**src/hdl/cpuPkg.sv**
```systemverilog
package cpuPkg;

    typedef logic [7:0] byteT;
    typedef logic [15:0] addrT;

    typedef enum logic [5:0] {
        INS_LDA,
        INS_ADC,
        INS_AND,
        INS_ORA,
        INS_EOR,
        INS_STA,
        INS_JMP,
        INS_CLC,
        INS_SEC,
        INS_NOP,
        INS_BAD
    } instrT;

    typedef enum logic [3:0] {
        AM_IMPLIED,
        AM_IMMEDIATE,
        AM_ZEROPAGE,
        AM_ABSOLUTE
    } addrModeT;

    typedef enum logic [2:0] {
        CYC_RESET0,
        CYC_RESET1,
        CYC_FETCH,
        CYC_T1,
        CYC_T2,
        CYC_T3
    } cycleT;

    localparam int NUMFLAGS = 12;
    typedef logic [NUMFLAGS-1:0] ctrlFlagsT;

    // control flag positions
    localparam int ADDR_FROM_PC = 0;
    localparam int ADDR_FROM_OPERAND = 1;
    localparam int ADDR_FROM_VECTOR = 2;
    localparam int INCREMENT_PC = 3;
    localparam int LOAD_OPERAND_LOW = 4;
    localparam int LOAD_PC_FROM_OPERAND = 5;
    localparam int ALU_TO_ACC = 6;
    localparam int SET_WRITE_FLAG = 7;
    localparam int LOAD_CARRY_FLAG = 8;
    localparam int CARRY_VALUE = 9;
    localparam int LOAD_NZ_FLAGS = 10;
    localparam int END_INSTRUCTION = 11;

    localparam addrT RESET_VECTOR = 16'hFFFC;

    // processor status bits
    localparam int PSR_C = 0;
    localparam int PSR_Z = 1;
    localparam int PSR_N = 7;

endpackage

```
**src/hdl/cycleSequencer.sv**
```systemverilog
module cycleSequencer import cpuPkg::*; (
    input  logic      clk,
    input  logic      arstN,
    input  logic      enableFFs,
    input  instrT     instructionCode,
    input  addrModeT  addressingCode,
    input  logic      resetRunning,
    output ctrlFlagsT outFlags,
    output logic      loadNextInstruction
);

    cycleT state;
    cycleT nextState;

    always_ff @(posedge clk or negedge arstN) begin
        if (!arstN) begin
            state <= CYC_RESET0;
        end else if (enableFFs) begin
            state <= nextState;
        end
    end

    always_comb begin
        outFlags = '0;
        loadNextInstruction = 1'b0;
        nextState = CYC_FETCH;
        case (state)
            // vector low byte at FFFC, then point at FFFD
            CYC_RESET0: begin
                if (resetRunning) begin
                    outFlags[LOAD_OPERAND_LOW] = 1'b1;
                    outFlags[ADDR_FROM_VECTOR] = 1'b1;
                    nextState = CYC_RESET1;
                end
            end
            CYC_RESET1: begin
                outFlags[LOAD_PC_FROM_OPERAND] = 1'b1;
                outFlags[ADDR_FROM_PC] = 1'b1;
            end
            CYC_FETCH: begin
                outFlags[END_INSTRUCTION] = 1'b1;
                outFlags[INCREMENT_PC] = 1'b1;
                outFlags[ADDR_FROM_PC] = 1'b1;
                loadNextInstruction = 1'b1;
                nextState = CYC_T1;
            end
            CYC_T1: begin
                outFlags[ADDR_FROM_PC] = 1'b1;
                case (addressingCode)
                    AM_IMMEDIATE: begin
                        outFlags[INCREMENT_PC] = 1'b1;
                        outFlags[ALU_TO_ACC] = 1'b1;
                        outFlags[LOAD_NZ_FLAGS] = 1'b1;
                        outFlags[LOAD_CARRY_FLAG] = (instructionCode == INS_ADC);
                    end
                    // next cycle writes to the zero page byte just read
                    AM_ZEROPAGE: begin
                        outFlags[INCREMENT_PC] = 1'b1;
                        outFlags[ADDR_FROM_PC] = 1'b0;
                        outFlags[ADDR_FROM_OPERAND] = 1'b1;
                        outFlags[SET_WRITE_FLAG] = 1'b1;
                        nextState = CYC_T2;
                    end
                    AM_ABSOLUTE: begin
                        outFlags[INCREMENT_PC] = 1'b1;
                        outFlags[LOAD_OPERAND_LOW] = 1'b1;
                        nextState = CYC_T2;
                    end
                    default: begin
                        outFlags[LOAD_CARRY_FLAG] = (instructionCode == INS_CLC) ||
                                                    (instructionCode == INS_SEC);
                        outFlags[CARRY_VALUE] = (instructionCode == INS_SEC);
                    end
                endcase
            end
            CYC_T2: begin
                outFlags[ADDR_FROM_PC] = 1'b1;
                outFlags[LOAD_PC_FROM_OPERAND] = (addressingCode == AM_ABSOLUTE);
            end
            default: begin
                outFlags[ADDR_FROM_PC] = 1'b1;
            end
        endcase
    end

endmodule

```
**src/hdl/instructionLoader.sv**
```systemverilog
module instructionLoader import cpuPkg::*; (
    input  logic clk,
    input  logic arstN,
    input  logic enableFFs,
    input  logic loadNextInstruction,
    input  byteT externalDB,
    output byteT nextInstruction,
    output logic resetRunning
);

    localparam byteT NOP_OPCODE = 8'hEA;

    byteT opcodeReg;

    always_ff @(posedge clk or negedge arstN) begin
        if (!arstN) begin
            opcodeReg <= '0;
        end else if (enableFFs && loadNextInstruction) begin
            opcodeReg <= externalDB;
        end
    end

    // reset sequence runs until the first real opcode is fetched
    always_ff @(posedge clk or negedge arstN) begin
        if (!arstN) begin
            resetRunning <= 1'b1;
        end else if (enableFFs && loadNextInstruction) begin
            resetRunning <= 1'b0;
        end
    end

    // inject a harmless opcode while the vector is being read
    always_comb begin
        if (resetRunning) begin
            nextInstruction = NOP_OPCODE;
        end else begin
            nextInstruction = opcodeReg;
        end
    end

endmodule

```
**src/hdl/internalDataflow.sv**
```systemverilog
module internalDataflow import cpuPkg::*; (
    input  logic      clk,
    input  logic      arstN,
    input  ctrlFlagsT flags,
    input  byteT      externalDBRead,
    output byteT      externalDBWrite,
    output byteT      externalAddressBusLowOutput,
    output byteT      externalAddressBusHighOutput,
    output logic      readNotWrite
);

    // 6502 group one operation field, opcode bits 7 to 5
    localparam logic [2:0] OP_ORA = 3'b000;
    localparam logic [2:0] OP_AND = 3'b001;
    localparam logic [2:0] OP_EOR = 3'b010;
    localparam logic [2:0] OP_ADC = 3'b011;
    localparam logic [2:0] OP_LDA = 3'b101;

    addrT pc;
    addrT pcNext;
    addrT addressReg;
    addrT addressNext;
    byteT operandLow;
    byteT accumulator;
    byteT psr;
    byteT aluResult;
    logic [2:0] aluOp;
    logic [8:0] sum;
    logic addressLoad;

    always_comb begin
        if (flags[LOAD_PC_FROM_OPERAND]) begin
            pcNext = {externalDBRead, operandLow};
        end else if (flags[INCREMENT_PC]) begin
            pcNext = pc + 16'd1;
        end else begin
            pcNext = pc;
        end
    end

    assign sum = {1'b0, accumulator} + {1'b0, externalDBRead} + {8'd0, psr[PSR_C]};

    always_comb begin
        case (aluOp)
            OP_ORA:  aluResult = accumulator | externalDBRead;
            OP_AND:  aluResult = accumulator & externalDBRead;
            OP_EOR:  aluResult = accumulator ^ externalDBRead;
            OP_ADC:  aluResult = sum[7:0];
            OP_LDA:  aluResult = externalDBRead;
            default: aluResult = externalDBRead;
        endcase
    end

    // address for the following cycle
    always_comb begin
        if (flags[ADDR_FROM_VECTOR]) begin
            addressNext = RESET_VECTOR + 16'd1;
        end else if (flags[ADDR_FROM_OPERAND]) begin
            addressNext = {8'h00, externalDBRead};
        end else begin
            addressNext = pcNext;
        end
    end

    assign addressLoad = flags[ADDR_FROM_PC] | flags[ADDR_FROM_OPERAND] |
                         flags[ADDR_FROM_VECTOR];

    always_ff @(posedge clk or negedge arstN) begin
        if (!arstN) begin
            pc <= '0;
            operandLow <= '0;
            accumulator <= '0;
            psr <= '0;
            aluOp <= '0;
        end else begin
            pc <= pcNext;
            if (flags[LOAD_OPERAND_LOW]) begin
                operandLow <= externalDBRead;
            end
            if (flags[ALU_TO_ACC]) begin
                accumulator <= aluResult;
            end
            if (flags[LOAD_NZ_FLAGS]) begin
                psr[PSR_N] <= aluResult[7];
                psr[PSR_Z] <= (aluResult == 8'd0);
            end
            if (flags[LOAD_CARRY_FLAG]) begin
                psr[PSR_C] <= flags[ALU_TO_ACC] ? sum[8] : flags[CARRY_VALUE];
            end
            // opcode byte is on the bus at the end of the fetch
            if (flags[END_INSTRUCTION]) begin
                aluOp <= externalDBRead[7:5];
            end
        end
    end

    // first cycle after reset reads the vector low byte
    always_ff @(posedge clk or negedge arstN) begin
        if (!arstN) begin
            addressReg <= RESET_VECTOR;
            readNotWrite <= 1'b1;
        end else if (addressLoad) begin
            addressReg <= addressNext;
            readNotWrite <= ~flags[SET_WRITE_FLAG];
        end
    end

    assign externalDBWrite = accumulator;
    assign externalAddressBusLowOutput = addressReg[7:0];
    assign externalAddressBusHighOutput = addressReg[15:8];

endmodule

```
**src/hdl/opcodeDecoder.sv**
```systemverilog
module opcodeDecoder import cpuPkg::*; (
    input  byteT     opcode,
    output instrT    instructionCode,
    output addrModeT addressingCode
);

    always_comb begin
        case (opcode)
            8'hA9: begin
                instructionCode = INS_LDA;
                addressingCode = AM_IMMEDIATE;
            end
            8'h69: begin
                instructionCode = INS_ADC;
                addressingCode = AM_IMMEDIATE;
            end
            8'h29: begin
                instructionCode = INS_AND;
                addressingCode = AM_IMMEDIATE;
            end
            8'h09: begin
                instructionCode = INS_ORA;
                addressingCode = AM_IMMEDIATE;
            end
            8'h49: begin
                instructionCode = INS_EOR;
                addressingCode = AM_IMMEDIATE;
            end
            8'h85: begin
                instructionCode = INS_STA;
                addressingCode = AM_ZEROPAGE;
            end
            8'h4C: begin
                instructionCode = INS_JMP;
                addressingCode = AM_ABSOLUTE;
            end
            8'h18: begin
                instructionCode = INS_CLC;
                addressingCode = AM_IMPLIED;
            end
            8'h38: begin
                instructionCode = INS_SEC;
                addressingCode = AM_IMPLIED;
            end
            8'hEA: begin
                instructionCode = INS_NOP;
                addressingCode = AM_IMPLIED;
            end
            // unsupported opcodes run as a two cycle nop
            default: begin
                instructionCode = INS_BAD;
                addressingCode = AM_IMPLIED;
            end
        endcase
    end

endmodule

```
**src/hdl/pulseSlower.sv**
```systemverilog
module pulseSlower #(
    parameter int DIVIDE = 2
) (
    input  logic clk,
    input  logic arstN,
    output logic slowPulse
);

    localparam int CW = (DIVIDE > 1) ? $clog2(DIVIDE) : 1;
    localparam logic [CW-1:0] LAST = CW'(DIVIDE - 1);

    logic [CW-1:0] count;

    // one clock high per DIVIDE clocks, always high when DIVIDE is 1
    always_ff @(posedge clk or negedge arstN) begin
        if (!arstN) begin
            count <= '0;
            slowPulse <= 1'b0;
        end else begin
            if (count == LAST) begin
                count <= '0;
            end else begin
                count <= count + 1'b1;
            end
            slowPulse <= (count == LAST);
        end
    end

endmodule

```
**src/hdl/top8227.sv**
```systemverilog
module top8227 import cpuPkg::*; #(
    parameter int DIVIDE = 2
) (
    input  logic clk,
    input  logic arstN,
    input  logic ready,
    input  byteT dataBusInput,
    output byteT dataBusOutput,
    output byteT addressBusHigh,
    output byteT addressBusLow,
    output logic sync,
    output logic readNotWrite
);

    logic      slowPulse;
    logic      enableFFs;
    logic      resetRunning;
    logic      loadNextInstruction;
    byteT      opcode;
    instrT     instructionCode;
    addrModeT  addressingCode;
    ctrlFlagsT preFlags;
    ctrlFlagsT flags;

    // ready only stalls read cycles
    assign enableFFs = slowPulse & (ready | ~readNotWrite);

    assign sync = preFlags[END_INSTRUCTION];

    // nothing moves unless this clock is enabled
    assign flags = enableFFs ? preFlags : '0;

    pulseSlower #(.DIVIDE(DIVIDE)) pulseSlower (
        .clk(clk),
        .arstN(arstN),
        .slowPulse(slowPulse)
    );

    instructionLoader instructionLoader (
        .clk(clk),
        .arstN(arstN),
        .enableFFs(enableFFs),
        .loadNextInstruction(loadNextInstruction),
        .externalDB(dataBusInput),
        .nextInstruction(opcode),
        .resetRunning(resetRunning)
    );

    opcodeDecoder opcodeDecoder (
        .opcode(opcode),
        .instructionCode(instructionCode),
        .addressingCode(addressingCode)
    );

    cycleSequencer cycleSequencer (
        .clk(clk),
        .arstN(arstN),
        .enableFFs(enableFFs),
        .instructionCode(instructionCode),
        .addressingCode(addressingCode),
        .resetRunning(resetRunning),
        .outFlags(preFlags),
        .loadNextInstruction(loadNextInstruction)
    );

    internalDataflow internalDataflow (
        .clk(clk),
        .arstN(arstN),
        .flags(flags),
        .externalDBRead(dataBusInput),
        .externalDBWrite(dataBusOutput),
        .externalAddressBusLowOutput(addressBusLow),
        .externalAddressBusHighOutput(addressBusHigh),
        .readNotWrite(readNotWrite)
    );

endmodule

```
**config.mk**
```make
export PLATFORM = sky130hd
export DESIGN_NAME = top8227
export DESIGN_NICKNAME = d
export VERILOG_FILES = /design/src/hdl/cpuPkg.sv /design/src/hdl/cycleSequencer.sv /design/src/hdl/instructionLoader.sv /design/src/hdl/internalDataflow.sv /design/src/hdl/opcodeDecoder.sv /design/src/hdl/pulseSlower.sv /design/src/hdl/top8227.sv
export SDC_FILE = /design/constraint.sdc
export NUM_CORES = 1
export LEC_CHECK = 0
export BUFFER_PORTS_ARGS = -buffer_cell sky130_fd_sc_hd__buf_2
export CORE_UTILIZATION = 55
export CTS_BUF_LIST = sky130_fd_sc_hd__clkbuf_16
export DETAILED_ROUTE_END_ITERATION = 8
export PLACE_DENSITY = 0.75
export SLEW_MARGIN = 10
export SYNTH_ARGS = -nofsm -noshare
export SYNTH_HDL_FRONTEND = slang
export SYNTH_SLANG_ARGS = --single-unit
```
**constraint.sdc**
```tcl
create_clock -name clk -period 3 [get_ports clk]
set_input_delay 0.3 -clock clk [delete_from_list [all_inputs] [get_ports clk]]
set_output_delay 0.3 -clock clk [all_outputs]
set_load 0.1 [all_outputs]
```
# After elaboration in Yosys (flattened, before gate mapping)
# Index checks and enable logic that the tools add are counted.
# word_totals
word_cells,85
ff_bits,67
n_memories,0
out_inout_bits,26
ram_bits,0
latch_bits,0
mem_bits_ro,0
# classes
multipliers,0
n_eq_ne,23
shift,0
bitwise_logic,9
n_mux,30
n_reduce_logical,7
add_sub_neg,4
div,0
n_lt_le_gt_ge,0
# op_table
op,n
two-way mux 16 bit,4
one-hot mux 4 bit (10 select lines),1
one-hot mux 8 bit (4 select lines),1
"== test 8 x 7 -> 1 bit, second input constant",3
"== test 8 bit, second input constant",3
"adder 16 x 1 -> 16 bit, second input constant",1
"== test 8 x 6 -> 1 bit, second input constant",2
"== test 3 x 2 -> 1 bit, second input constant",4
two-way mux 12 bit,1
two-way mux 1 bit,11
one-hot mux 1 bit (2 select lines),5
adder 8 x 8 -> 9 bit,1
adder 9 x 1 -> 9 bit,1
one-hot mux 3 bit (3 select lines),1
bitwise AND 8 bit,1
"== test 8 x 4 -> 1 bit, second input constant",1
"== test 8 x 5 -> 1 bit, second input constant",1
two-way mux 8 bit,1
OR 8 bit,1
bitwise XOR 8 bit,1
"== test 3 x 1 -> 1 bit, second input constant",2
zero test 3 bit,2
one-hot mux 2 bit (3 select lines),1
two-way mux 5 bit,1
other kinds (17),22

# Longest topological paths before layout
# Gate-level depths: netlist of the first run.
# logic_depth
word_depth,13
depth_mapped,10
depth_no_buf,10

# Modules after synthesis
# A second synthesis of the first run with hierarchy kept.
# hier_totals
hier_cells,480
hier_area_um2,4493.1
# by_module_without_submodules
mod,cells_per_inst,n_inst,area_per_inst_um2
internalDataflow,344,1,3289.4
instructionLoader,27,1,380.4
cycleSequencer,45,1,354.1
opcodeDecoder,45,1,300.3
top8227,16,1,115.1
pulseSlower,3,1,53.8

# Worst setup path before layout of the first run
# Ideal clock, no wire load.
# synth_timing
path_type,register -> register
from,register internalDataflow.accumulator[1] (netlist: internalDataflow.externalDBWrite[1])
to,register internalDataflow.accumulator[7] (netlist: internalDataflow.externalDBWrite[7])
stages_incl_launch_ff,10
t_required_ns,2.918
arrival_ns,2.669
setup_slack_ns,0.249
setup_time_ns,0.082
cell_sequence,dfrtp_1 > inv_1 > ha_1 > a21o_1 > a21oi_1 > o22ai_1 > o21a_1 > mux2i_1 > a2111o_1 > a31oi_1
# synth_via
elab_chain_len,3
# synth_lines
item,line_no,text
"start, declared",internalDataflow.sv:24,byteT accumulator;
"start signal, assigned",internalDataflow.sv:81,accumulator <= aluResult;
adder 8 x 8 -> 9 bit,internalDataflow.sv:41,"assign sum = {1'b0, accumulator} + {1'b0, externalDBRead} + {8'd0, psr[PSR_C]};"
adder 9 x 1 -> 9 bit,internalDataflow.sv:41,
one-hot mux 8 bit (4 select lines),internalDataflow.sv:44,case (aluOp)
# Every way passes these cells.
# A chain may end at the register's enable or synchronous reset.

==> results of run 1 <==
==> worst max-delay path by stage <==
stage,from,end,slack [ps],cells after the start
6_report,internalDataflow.aluOp[1]$_DFFE_PN0P_,internalDataflow.addressReg[10]$_DFFE_PN1P_,170,7
5_1_grt,internalDataflow.aluOp[1]$_DFFE_PN0P_,internalDataflow.addressReg[10]$_DFFE_PN1P_,90,7
4_1_cts,internalDataflow.aluOp[1]$_DFFE_PN0P_,internalDataflow.addressReg[6]$_DFFE_PN1P_,220,7
3_5_place_dp,internalDataflow.aluOp[1]$_DFFE_PN0P_,internalDataflow.addressReg[10]$_DFFE_PN1P_,290,7
3_3_place_gp,internalDataflow.aluOp[1]$_DFFE_PN0P_,internalDataflow.addressReg[14]$_DFFE_PN1P_,360,7
2_1_floorplan,internalDataflow.externalDBWrite[1]$_DFFE_PN0P_,internalDataflow.externalDBWrite[7]$_DFFE_PN0P_,250,9
==> metrics by stage <==
step	setup slack, ps	utilization, %	std cells
6_report	165	66.6	573
5_1_grt	95.0	66.6	573
4_1_cts	218	66.6	573
3_5_place_dp	290	61.8	556
3_3_place_gp	362	61.8	556
2_1_floorplan	249	-	433
==> state kept, by name, indices dropped and copies added (netlist names) <==
signal and count:
pulseSlower.slowPulse 1, internalDataflow.operandLow 8, internalDataflow.externalDBWrite 8, pulseSlower.count 1
internalDataflow.addressReg 16, internalDataflow.readNotWrite 1, internalDataflow.aluOp 2, instructionLoader.resetRunning 1
instructionLoader.opcodeReg 6, internalDataflow.psr 1, cycleSequencer.state 3, internalDataflow.pc 16
==> where the power goes <==
| group | total, mW | internal (mW) | switching, mW |
|---|---|---|---|
| sequential | 1.25 | 1.05 | 0.195 |
| combinational | 1.68 | 0.474 | 1.20 |
| clock | 1.12 | 0.726 | 0.391 |
==> final cells by class <==
cell class / instances / area (um^2) / area share [%]
clock inverters: 7 / 96.3 / 2.12
repair buffers: 49 / 280 / 6.16
multi-input cells: 320 / 2100 / 46.2
flip-flops and latches: 64 / 1620 / 35.6
well taps: 96 / 120 / 2.64
clock buffers: 9 / 225 / 4.95
inverters: 28 / 105 / 2.31
==> timing repair <==
item                                   CTS  global route
endpoints found under the hold margin   10             0
hold buffers                             1             0
resized for setup                        0             0
==> cells by family after synthesis <==
group / count (synthesis)
adder cells (fa/ha/maj): 19
flip-flops: 64
AND/OR/NAND/NOR: 142
buffers and inverters: 49
multiplexers: 10
XOR/XNOR: 15
AO/OA/AOI/OAI: 134
==> per-layer routing <==
layer,vias up,global-route usage [%]
met3,21,5.05
met1,1656,37.4
met2,139,46.2
met5,-,0
li1,1625,-
met4,0,10.2
==> worst reg2reg max path: stages (launching register included) <==
cell and delay [ps]:
dfrtp_1 500, buf_4 280, nor4b_1 660, a21oi_1 300
a21oi_2 350, and4bb_2 280, a211oi_2 50, a221o_1 340
==> Yosys cell counts, types with 2 or more instances <==
library cell / number / share of area [%]
buf_2: 4 / 0.51
nor3_1: 3 / 0.38
nor2b_1: 6 / 0.96
dfrtp_1: 48 / 31
or3_1: 3 / 0.48
a211oi_1: 8 / 1.5
dfstp_2: 16 / 11
o211ai_1: 6 / 1.1
a21o_1: 8 / 1.5
ha_1: 17 / 5.4
a311o_1: 2 / 0.51
nor4b_1: 2 / 0.45
o21ai_1: 2 / 0.26
and2_1: 5 / 0.80
nand2_1: 53 / 5.1
nor2_1: 33 / 3.2
o21ai_0: 40 / 5.1
clkbuf_1: 13 / 1.2
nand2b_1: 7 / 1.1
mux2i_1: 8 / 2.0
nor4bb_1: 2 / 0.51
nand4_1: 3 / 0.48
and3_1: 6 / 0.96
a31oi_1: 2 / 0.32
o311a_1: 2 / 0.51
a221o_1: 6 / 1.5
nor4_1: 2 / 0.32
xor2_1: 8 / 1.8
fa_1: 2 / 1.0
mux4_2: 2 / 1.1
xnor2_1: 7 / 1.6
a21oi_1: 32 / 4.1
o22ai_1: 3 / 0.48
o2111ai_1: 3 / 0.67
inv_1: 28 / 2.7
nand3_1: 9 / 1.1
o21a_1: 6 / 1.1
buf_1: 2 / 0.19
==> metrics.txt, run 1 <==
leakage=2.07 nW; fraction of the yosys area taken by sequential cells=41.4%; met2 WL=4640 um; die area=7470 um^2; final instance area=4550 um^2; Power Dens Cells=887 nW/um^2; Primary FF master, synth=dfrtp_1; post-synthesis mux area share=3.19%; Synth Area in Simple Gates=17.8%; Reg2Reg Setup Slack=170 ps; ratio of cells with drive above 1 in the final layout=18.9%; Hold Path Class=in2reg; Layout Skew=5.01 ps; top sig layer=met4; post-CTS setup buffers=0; first-pass GRT wire length=15800 um; number of H-tree levels=3; Critical Path RT=3260 ps; Avg Cell Area, Syn=9.05 um^2; DRC Markers=0; Core ar.=6830 um^2; commonest non-fill, non-tap cell in the layout=nand2_1; row count=30; Cells after Synth=433; worst r2r path cells=7; fmax=353 MHz; Seq cells post-synth=64; Fin. Hold Viols=0; Max-Cap Viols=0; reg-to-reg startpoint=internalDataflow.aluOp[1]$_DFFE_PN0P_; DRT iter0 DRCs=279; vias per cell=6.01; family with the most delay on the worst path=compound AO/OA/AOI/OAI gates; Layout area overhead=16.2%; Final Slew Violations=0; 1st-pass router iterations=5; post-route ant nets=0; Remaining Overflow, GRT=0; Sink Count=64; Worst setup SP type=register; die width=86.4 um; IO Pins=37; fin crit period=2830 ps; CP max stage delay=650 ps; Worst Path Max Fanout=21; final net count=502; hold path depth=3; number of synthesized flops with an enable pin=0; CTS tree=yes; Buf+Inv Stages, Crit Path=1; Post-DP Area=4220 um^2; die height=86.4 um; crit path cell chain=buf_4 > nor4b_1 > a21oi_1 > a21oi_2 > and4bb_2 > a211oi_2 > a221o_1; total power draw=4.04 mW; hpwl dp=6980 um; post-DR wirelength/cell=17.2 um; critical path class=reg2reg; DR vias=3441; Worst R2R End=internalDataflow.addressReg[10]$_DFFE_PN1P_; RSZ-0062 raised after global routing=false; crit path DAT=3090 ps; FILL cells=570; status=finished, final reports clean; total wire length=9850 um; commonest non-fill, non-tap cells in the layout=53 x nand2_1, 48 x dfrtp_1, 40 x o21ai_0; total track usage=28.1%; final hold slack=266 ps; Hold Path Sink=internalDataflow.pc[12]$_DFF_PN0_; largest family of logic cells by synthesized area=compound AO/OA/AOI/OAI gates; Worst-Margin Slew=753 ps; DRT met1 WL=4390 um; Setup crit end kind=register; Clock Tree Buf Depth=2; largest net degree at the start of global routing=45; count of cell types in the netlist=62; period utilisation layout=94.5%; routability cong.=0.948; total CTS buffers=9; adder-cell share of the synthesized area=6.45%; Worst slew margin=49.4%; # setup viols final=0; ant diodes=0; # port buffers=36; slowest stage cell on the critical path=nor4b_1; mapped cell area=3920 um^2; post-synthesis xor/xnor area fraction=3.35%; clk root buf=clkbuf_16; Mapped Nets=463; clk slew on worst S/H paths=60 ps; ys async rst share=100%; HP Start=dataBusInput[4]; total negative slack=0 ps; Synth Area in Compound Gates=22.8%; clock latency on the worst-skew pair=330 ps; vias in the first global route=3162; Warnings, synthesis=0; number of antenna violations at the first check in global routing=0; Initial Util=57.4%; WL met3=587 um; VDD IR max=0.596 mV
Power figures use the tool's default switching activity.
==> run 2, diff against run 1 <==
--- a/config.mk
+++ b/config.mk
@@ -10,6 +10,7 @@
 export CTS_BUF_LIST = sky130_fd_sc_hd__clkbuf_16
 export DETAILED_ROUTE_END_ITERATION = 8
 export PLACE_DENSITY = 0.75
+export REMOVE_ABC_BUFFERS = 1
 export SLEW_MARGIN = 10
 export SYNTH_ARGS = -nofsm -noshare
 export SYNTH_HDL_FRONTEND = slang
==> run 2 against run 1 <==
Against the previous run: non-clock buffer count increased by 1; utilization decreased by 0.53 points; worst hold slack got worse by 120 ps; sequential share of layout area increased by 0.29 points; cell area decreased by 0.80%; largest cell class unchanged; clock power decreased by 11%; register-to-register slack improved by 220 ps; clock skew increased by 4.4 ps; combinational power about the same; setup slack improved by 220 ps; flip-flop and latch count unchanged.
==> metrics.txt, run 2 (synthesized netlist as in run 1, its figures left out) <==
busiest grt layer=met2; Fin. Hold Viols=0 (unchanged); GRT met3 Usage=5.43% (+0.38 points); period utilisation layout=87.3% (-7.2 points); P_int=2.15 mW (-4.2%); Worst-Margin Slew=808 ps (+54.8 ps); fin worst setup slack=382 ps (+217 ps); die height=86.4 um (unchanged); vias per cell=5.97 (-0.64%); ant diodes=0 (unchanged); family with the most delay on the worst path=compound AO/OA/AOI/OAI gates; met1 Use GR=36.9% (-0.42 points); clock latency on the worst-skew pair=330 ps (about the same); clk root buf=clkbuf_16; 1st-pass router iterations=5 (unchanged); total CTS buffers=9 (unchanged); largest net degree at the start of global routing=65 (+44%); slowest stage cell on the critical path=or4_4; Buf+Inv Stages, Crit Path=0 (-1); die area=7470 um^2 (unchanged); total track usage=27.9% (-0.25 points); ratio of cells with drive above 1 in the final layout=18.6% (-0.25 points); Worst setup SP type=register; routability cong.=0.940 (-0.88%); Clock Tree Buf Depth=2 (unchanged); biggest regs=internalDataflow.addressReg: 16 flops, internalDataflow.pc: 16 flops; total wire length=9570 um (-2.8%); DR vias=3425 (-0.46%); PostCTS Resize Cnt=0 (unchanged); status=finished, final reports clean; first-pass GRT wire length=15700 um (-0.78%); row count=30 (unchanged); switch share=45.0% (+0.75 points); Max-Cap Viols=0 (unchanged); leakage=2.07 nW (+0.16%); Core ar.=6830 um^2 (unchanged); Power Dens Cells=868 nW/um^2 (-2.2%); commonest non-fill, non-tap cell in the layout=nand2_1; die width=86.4 um (unchanged); final net count=503 (+0.20%); crit path cell chain=or4_4 > o311a_1 > a21oi_2 > and4bb_2 > a211oi_2 > a221o_1; Seq pwr share=31.6% (+0.8 points); Initial Util=57.4% (unchanged); Hold Path Class=in2async; number of H-tree levels=3 (unchanged); post-DR wirelength/cell=16.7 um (-3.0%); Layout Skew=9.43 ps (+4.42 ps); fin util=66.1% (-0.53 points); vias in the first global route=3196 (+1.1%); clock share of power=25.4% (-2.3 points); fmax=382 MHz (+8.3%); VDD IR max=0.473 mV (-21%); IO Pins=37 (unchanged); hpwl dp=6900 um (-1.1%); commonest non-fill, non-tap cells in the layout=53 x nand2_1, 48 x dfrtp_1, 40 x o21ai_0; clk slew on worst S/H paths=60 ps (about the same); # setup viols final=0 (unchanged); critical path class=reg2reg; Worst slew margin=46.2% (-3.2 points); Remaining Overflow, GRT=0 (unchanged); final hold slack=144 ps (-122 ps); Critical Path RT=3260 ps (about the same); post-route ant nets=0 (unchanged); Setup WS pre-CTS=394 ps (+104 ps); RSZ-0062 raised after global routing=false; post-CTS setup buffers=0 (unchanged); Layout area overhead=15.3%; Final Slew Violations=0 (unchanged); number of antenna violations at the first check in global routing=0 (unchanged); fin crit period=2620 ps (-217 ps); Worst Path Max Fanout=12 (-43%); Post-CTS Hold Fix Bufs=0 (-1); switching power of the nets=1.76 mW (-1.3%); DRT iter0 DRCs=212 (-24%); Combinational Power Share=43.0% (+1.5 points); Setup crit end kind=register; DRC Markers=0 (unchanged); met2 usage=45.7% (-0.58 points); # port buffers=36 (unchanged); Sink Count=64 (unchanged); crit path DAT=2880 ps (-210 ps); CP max stage delay=620 ps (-30 ps); CTS tree=yes
## run 2: cell count changes in the layout (fill, tap and decap cells not counted)
cell	change
clkinvlp_4	-2
bufinv_16	-1
buf_4	+2
clkinv_4	-2
inv_1	+2
clkinv_2	+2
clkinv_1	+1
dlygate4sd3_1	-1
## run 2: area by class of cell
cell class / count / area [um^2]
Clock buffer: 9 / 225
Timing Repair Buffer: 50 / 285
Clock inverter: 7 / 55.1
Multi-Input combinational cell: 320 / 2100
Inverter: 28 / 105
Fill cell: 583 / 2310
Tap cell: 96 / 120
Sequential cell: 64 / 1620
## run 2: per-stage QoR
step / area (um^2) / cells / power, mW / TNS, ps
6_report: 4520 / 574 / 3.92 / 0
5_1_grt: 4520 / 574 / 4.12 / 0
4_1_cts: 4520 / 574 / 3.92 / 0
3_5_place_dp: 4240 / 558 / 2.93 / 0
3_3_place_gp: 4240 / 558 / 2.88 / 0
2_1_floorplan: 3830 / 412 / 2.58 / -1400
## run 2: path summary, 6_finish.rpt
path	from	slack, ps	cells past startpoint	end
min reg2reg	pulseSlower.count$_DFF_PN0_	380	0	pulseSlower.slowPulse$_DFF_PN0_
max in group asynchronous	arstN	2330	2	internalDataflow.externalDBWrite[7]$_DFFE_PN0P_
min in group clk	dataBusInput[6]	300	3	internalDataflow.pc[14]$_DFF_PN0_
max	instructionLoader.opcodeReg[7]$_DFFE_PN0P_	380	6	internalDataflow.addressReg[10]$_DFFE_PN1P_
max reg2reg	instructionLoader.opcodeReg[7]$_DFFE_PN0P_	380	6	internalDataflow.addressReg[10]$_DFFE_PN1P_
min	arstN	140	2	internalDataflow.pc[0]$_DFF_PN0_
## run 2: layer usage
metal  vias to the layer above  part of all wire, %  wire length, um
li1                       1618                    -                -
met1                      1659                   42             4030
met2                       134                   49             4650
met3                        14                  7.4              705
met4                         0                  2.0              188
met5                         -                    0                0
## run 2: power groups by stage
stage          Combinational (mW)  Clock, mW  Sequential, mW
5_1_grt                      1.82       1.04            1.27
3_3_place_gp                 1.64          0            1.24
4_1_cts                      1.69      0.999            1.24
3_5_place_dp                 1.68          0            1.25
2_1_floorplan               0.700          0            1.88
6_report                     1.68      0.997            1.24
==> run 3, diff against run 2 <==
--- a/config.mk
+++ b/config.mk
@@ -6,6 +6,7 @@
 export NUM_CORES = 1
 export LEC_CHECK = 0
 export BUFFER_PORTS_ARGS = -buffer_cell sky130_fd_sc_hd__buf_2
+export CORE_ASPECT_RATIO = 1.1
 export CORE_UTILIZATION = 55
 export CTS_BUF_LIST = sky130_fd_sc_hd__clkbuf_16
 export DETAILED_ROUTE_END_ITERATION = 8
==> run 3 against run 2 <==
Against the previous run: power fell by 0.19%; clock skew fell by 4.0 ps; largest cell class unchanged; sequential power barely moved; combinational power barely moved; global-route usage rose by 0.087 points.
==> metrics.txt, run 3 (synthesized netlist as in run 1, its figures left out) <==
crit path DAT=2930 ps (+50 ps); DRT iter0 DRCs=164 (-23%); critical path class=reg2reg; first-pass GRT wire length=15500 um (-1.2%); Worst R2R End=internalDataflow.addressReg[10]$_DFFE_PN1P_; fin util=66.5% (+0.42 points); RSZ-0062 raised after global routing=false; final hold slack=41.1 ps (-103 ps); number of antenna violations at the first check in global routing=0 (unchanged); Layout area overhead=14.6%; Seq pwr share=31.4% (-0.2 points); vias in the first global route=3274 (+2.4%); Worst Path Max Fanout=10 (-2); number of H-tree levels=3 (unchanged); Core ar.=6750 um^2 (-1.2%); Final Slew Violations=0 (unchanged); clock latency on the worst-skew pair=330 ps (about the same); 1st-pass router iterations=4 (-1); Worst setup SP type=register; fin crit period=2680 ps (+57.7 ps); Power Dens Cells=871 nW/um^2 (+0.39%); Setup crit end kind=register; final net count=500 (-0.60%); clk root buf=clkbuf_16; Reg2Reg Setup Slack=320 ps (-60 ps); ratio of cells with drive above 1 in the final layout=17.9% (-0.72 points); post-route ant nets=0 (unchanged); switching power of the nets=1.76 mW (-0.55%); total track usage=28.0% (+0.087 points); reg-to-reg startpoint=instructionLoader.opcodeReg[0]$_DFFE_PN0P_; P_int=2.16 mW (about the same); clock share of power=25.6% (+0.2 points); DR vias=3336 (-2.6%); vias per cell=5.99 (+0.37%); Worst slew margin=48.5% (+2.4 points); post-DR wirelength/cell=16.9 um (+1.3%); Hold Path Class=in2async; die width=82.5 um (-4.5%); Combinational Power Share=43.0% (about the same); routability cong.=0.954 (+1.6%); die area=7470 um^2 (about the same); Post-CTS Hold Fix Bufs=0 (unchanged); row count=31 (+3.3%); commonest non-fill, non-tap cell in the layout=nand2_1; Clock Tree Buf Depth=2 (unchanged); leakage=2.05 nW (-0.82%); PostCTS Resize Cnt=0 (unchanged); switch share=44.9% (-0.16 points); IO Pins=37 (unchanged); Max-Cap Viols=0 (unchanged); fmax=374 MHz (-2.2%); post-placement cell count=541 (-3.0%); total negative slack=0 ps (unchanged); biggest regs=internalDataflow.addressReg: 16 flops, internalDataflow.pc: 16 flops; final std cells w/o fill=557 (-3.0%); Setup WS pre-CTS=363 ps (-30.3 ps); VDD IR max=0.664 mV (+41%); largest net degree at the start of global routing=34 (-48%); DRC Markers=0 (unchanged); clk slew on worst S/H paths=50 ps (about the same); total CTS buffers=9 (unchanged); worst r2r path cells=7 (+1); CTS tree=yes; CP Launch Point=instructionLoader.opcodeReg[0]$_DFFE_PN0P_; fin worst setup slack=324 ps (-57.7 ps); Fin. Hold Viols=0 (unchanged); # port buffers=36 (unchanged); total power draw=3.91 mW (-0.19%); Critical Path RT=3250 ps (about the same); Sink Count=64 (unchanged); Initial Util=58.1% (+0.70 points); total wire length=9410 um (-1.7%); ant diodes=0 (unchanged); hpwl dp=6780 um (-1.8%); Post-DP Area=4210 um^2 (-0.65%); die height=90.5 um (+4.8%); FILL cells=573 (-1.7%); commonest non-fill, non-tap cells in the layout=53 x nand2_1, 48 x dfrtp_1, 40 x o21ai_0; Remaining Overflow, GRT=0 (unchanged); period utilisation layout=89.2% (+1.9 points); # setup viols final=0 (unchanged); status=finished, final reports clean; post-CTS setup buffers=0 (unchanged); final instance area=4490 um^2 (-0.58%); Worst-Margin Slew=765 ps (-42.5 ps); Layout Skew=5.44 ps (-3.99 ps)
-- run 3: how the worst max path moves through the flow --
stage	to	slack, ps	cells past startpoint
floorplan	internalDataflow.addressReg[13]$_DFFE_PN1P_	-230	5
global placement	internalDataflow.psr[0]$_DFFE_PN0P_	460	11
detailed placement	internalDataflow.addressReg[12]$_DFFE_PN1P_	360	7
CTS	internalDataflow.addressReg[10]$_DFFE_PN1P_	330	7
global route	internalDataflow.addressReg[12]$_DFFE_PN1P_	110	7
finish	internalDataflow.addressReg[10]$_DFFE_PN1P_	320	7
-- run 3: area by class of cell --
class	instances	area, um^2	share of cell area, %
Clock buffer	9	225	5.02
Clock inverter	7	56.3	1.25
Inverter	28	105	2.34
Multi-Input combinational cell	320	2100	46.9
Sequential cell	64	1620	36.1
Tap cell	82	103	2.28
Timing Repair Buffer	47	275	6.13
-- run 3: critical path: stages (launching register included) --
cell and delay, ps:
dfrtp_1 480, nand2b_1 180, nor4_1 610, nand2_1 100, a21oi_1 350, and2_1 370, nor2_2 170, a221o_1 320
-- run 3: layer usage --
layer | vias up | part of all wire, % | global-route usage, % | routed length (um)
li1 | 1617 | - | - | -
met1 | 1622 | 45 | 36.0 | 4220
met5 | - | 0 | 0 | 0
met3 | 19 | 4.2 | 6.06 | 397
met4 | 0 | 2.4 | 11.1 | 225
met2 | 78 | 49 | 44.9 | 4570
-- run 3: power groups by stage --
stage	Clock [mW]	Combinational [mW]	Sequential, mW
after floorplan	0	0.700	1.88
after global placement	0	1.65	1.24
after detailed placement	0	1.68	1.24
after CTS	1.01	1.69	1.23
after global routing	1.06	1.82	1.26
final	1.00	1.68	1.23
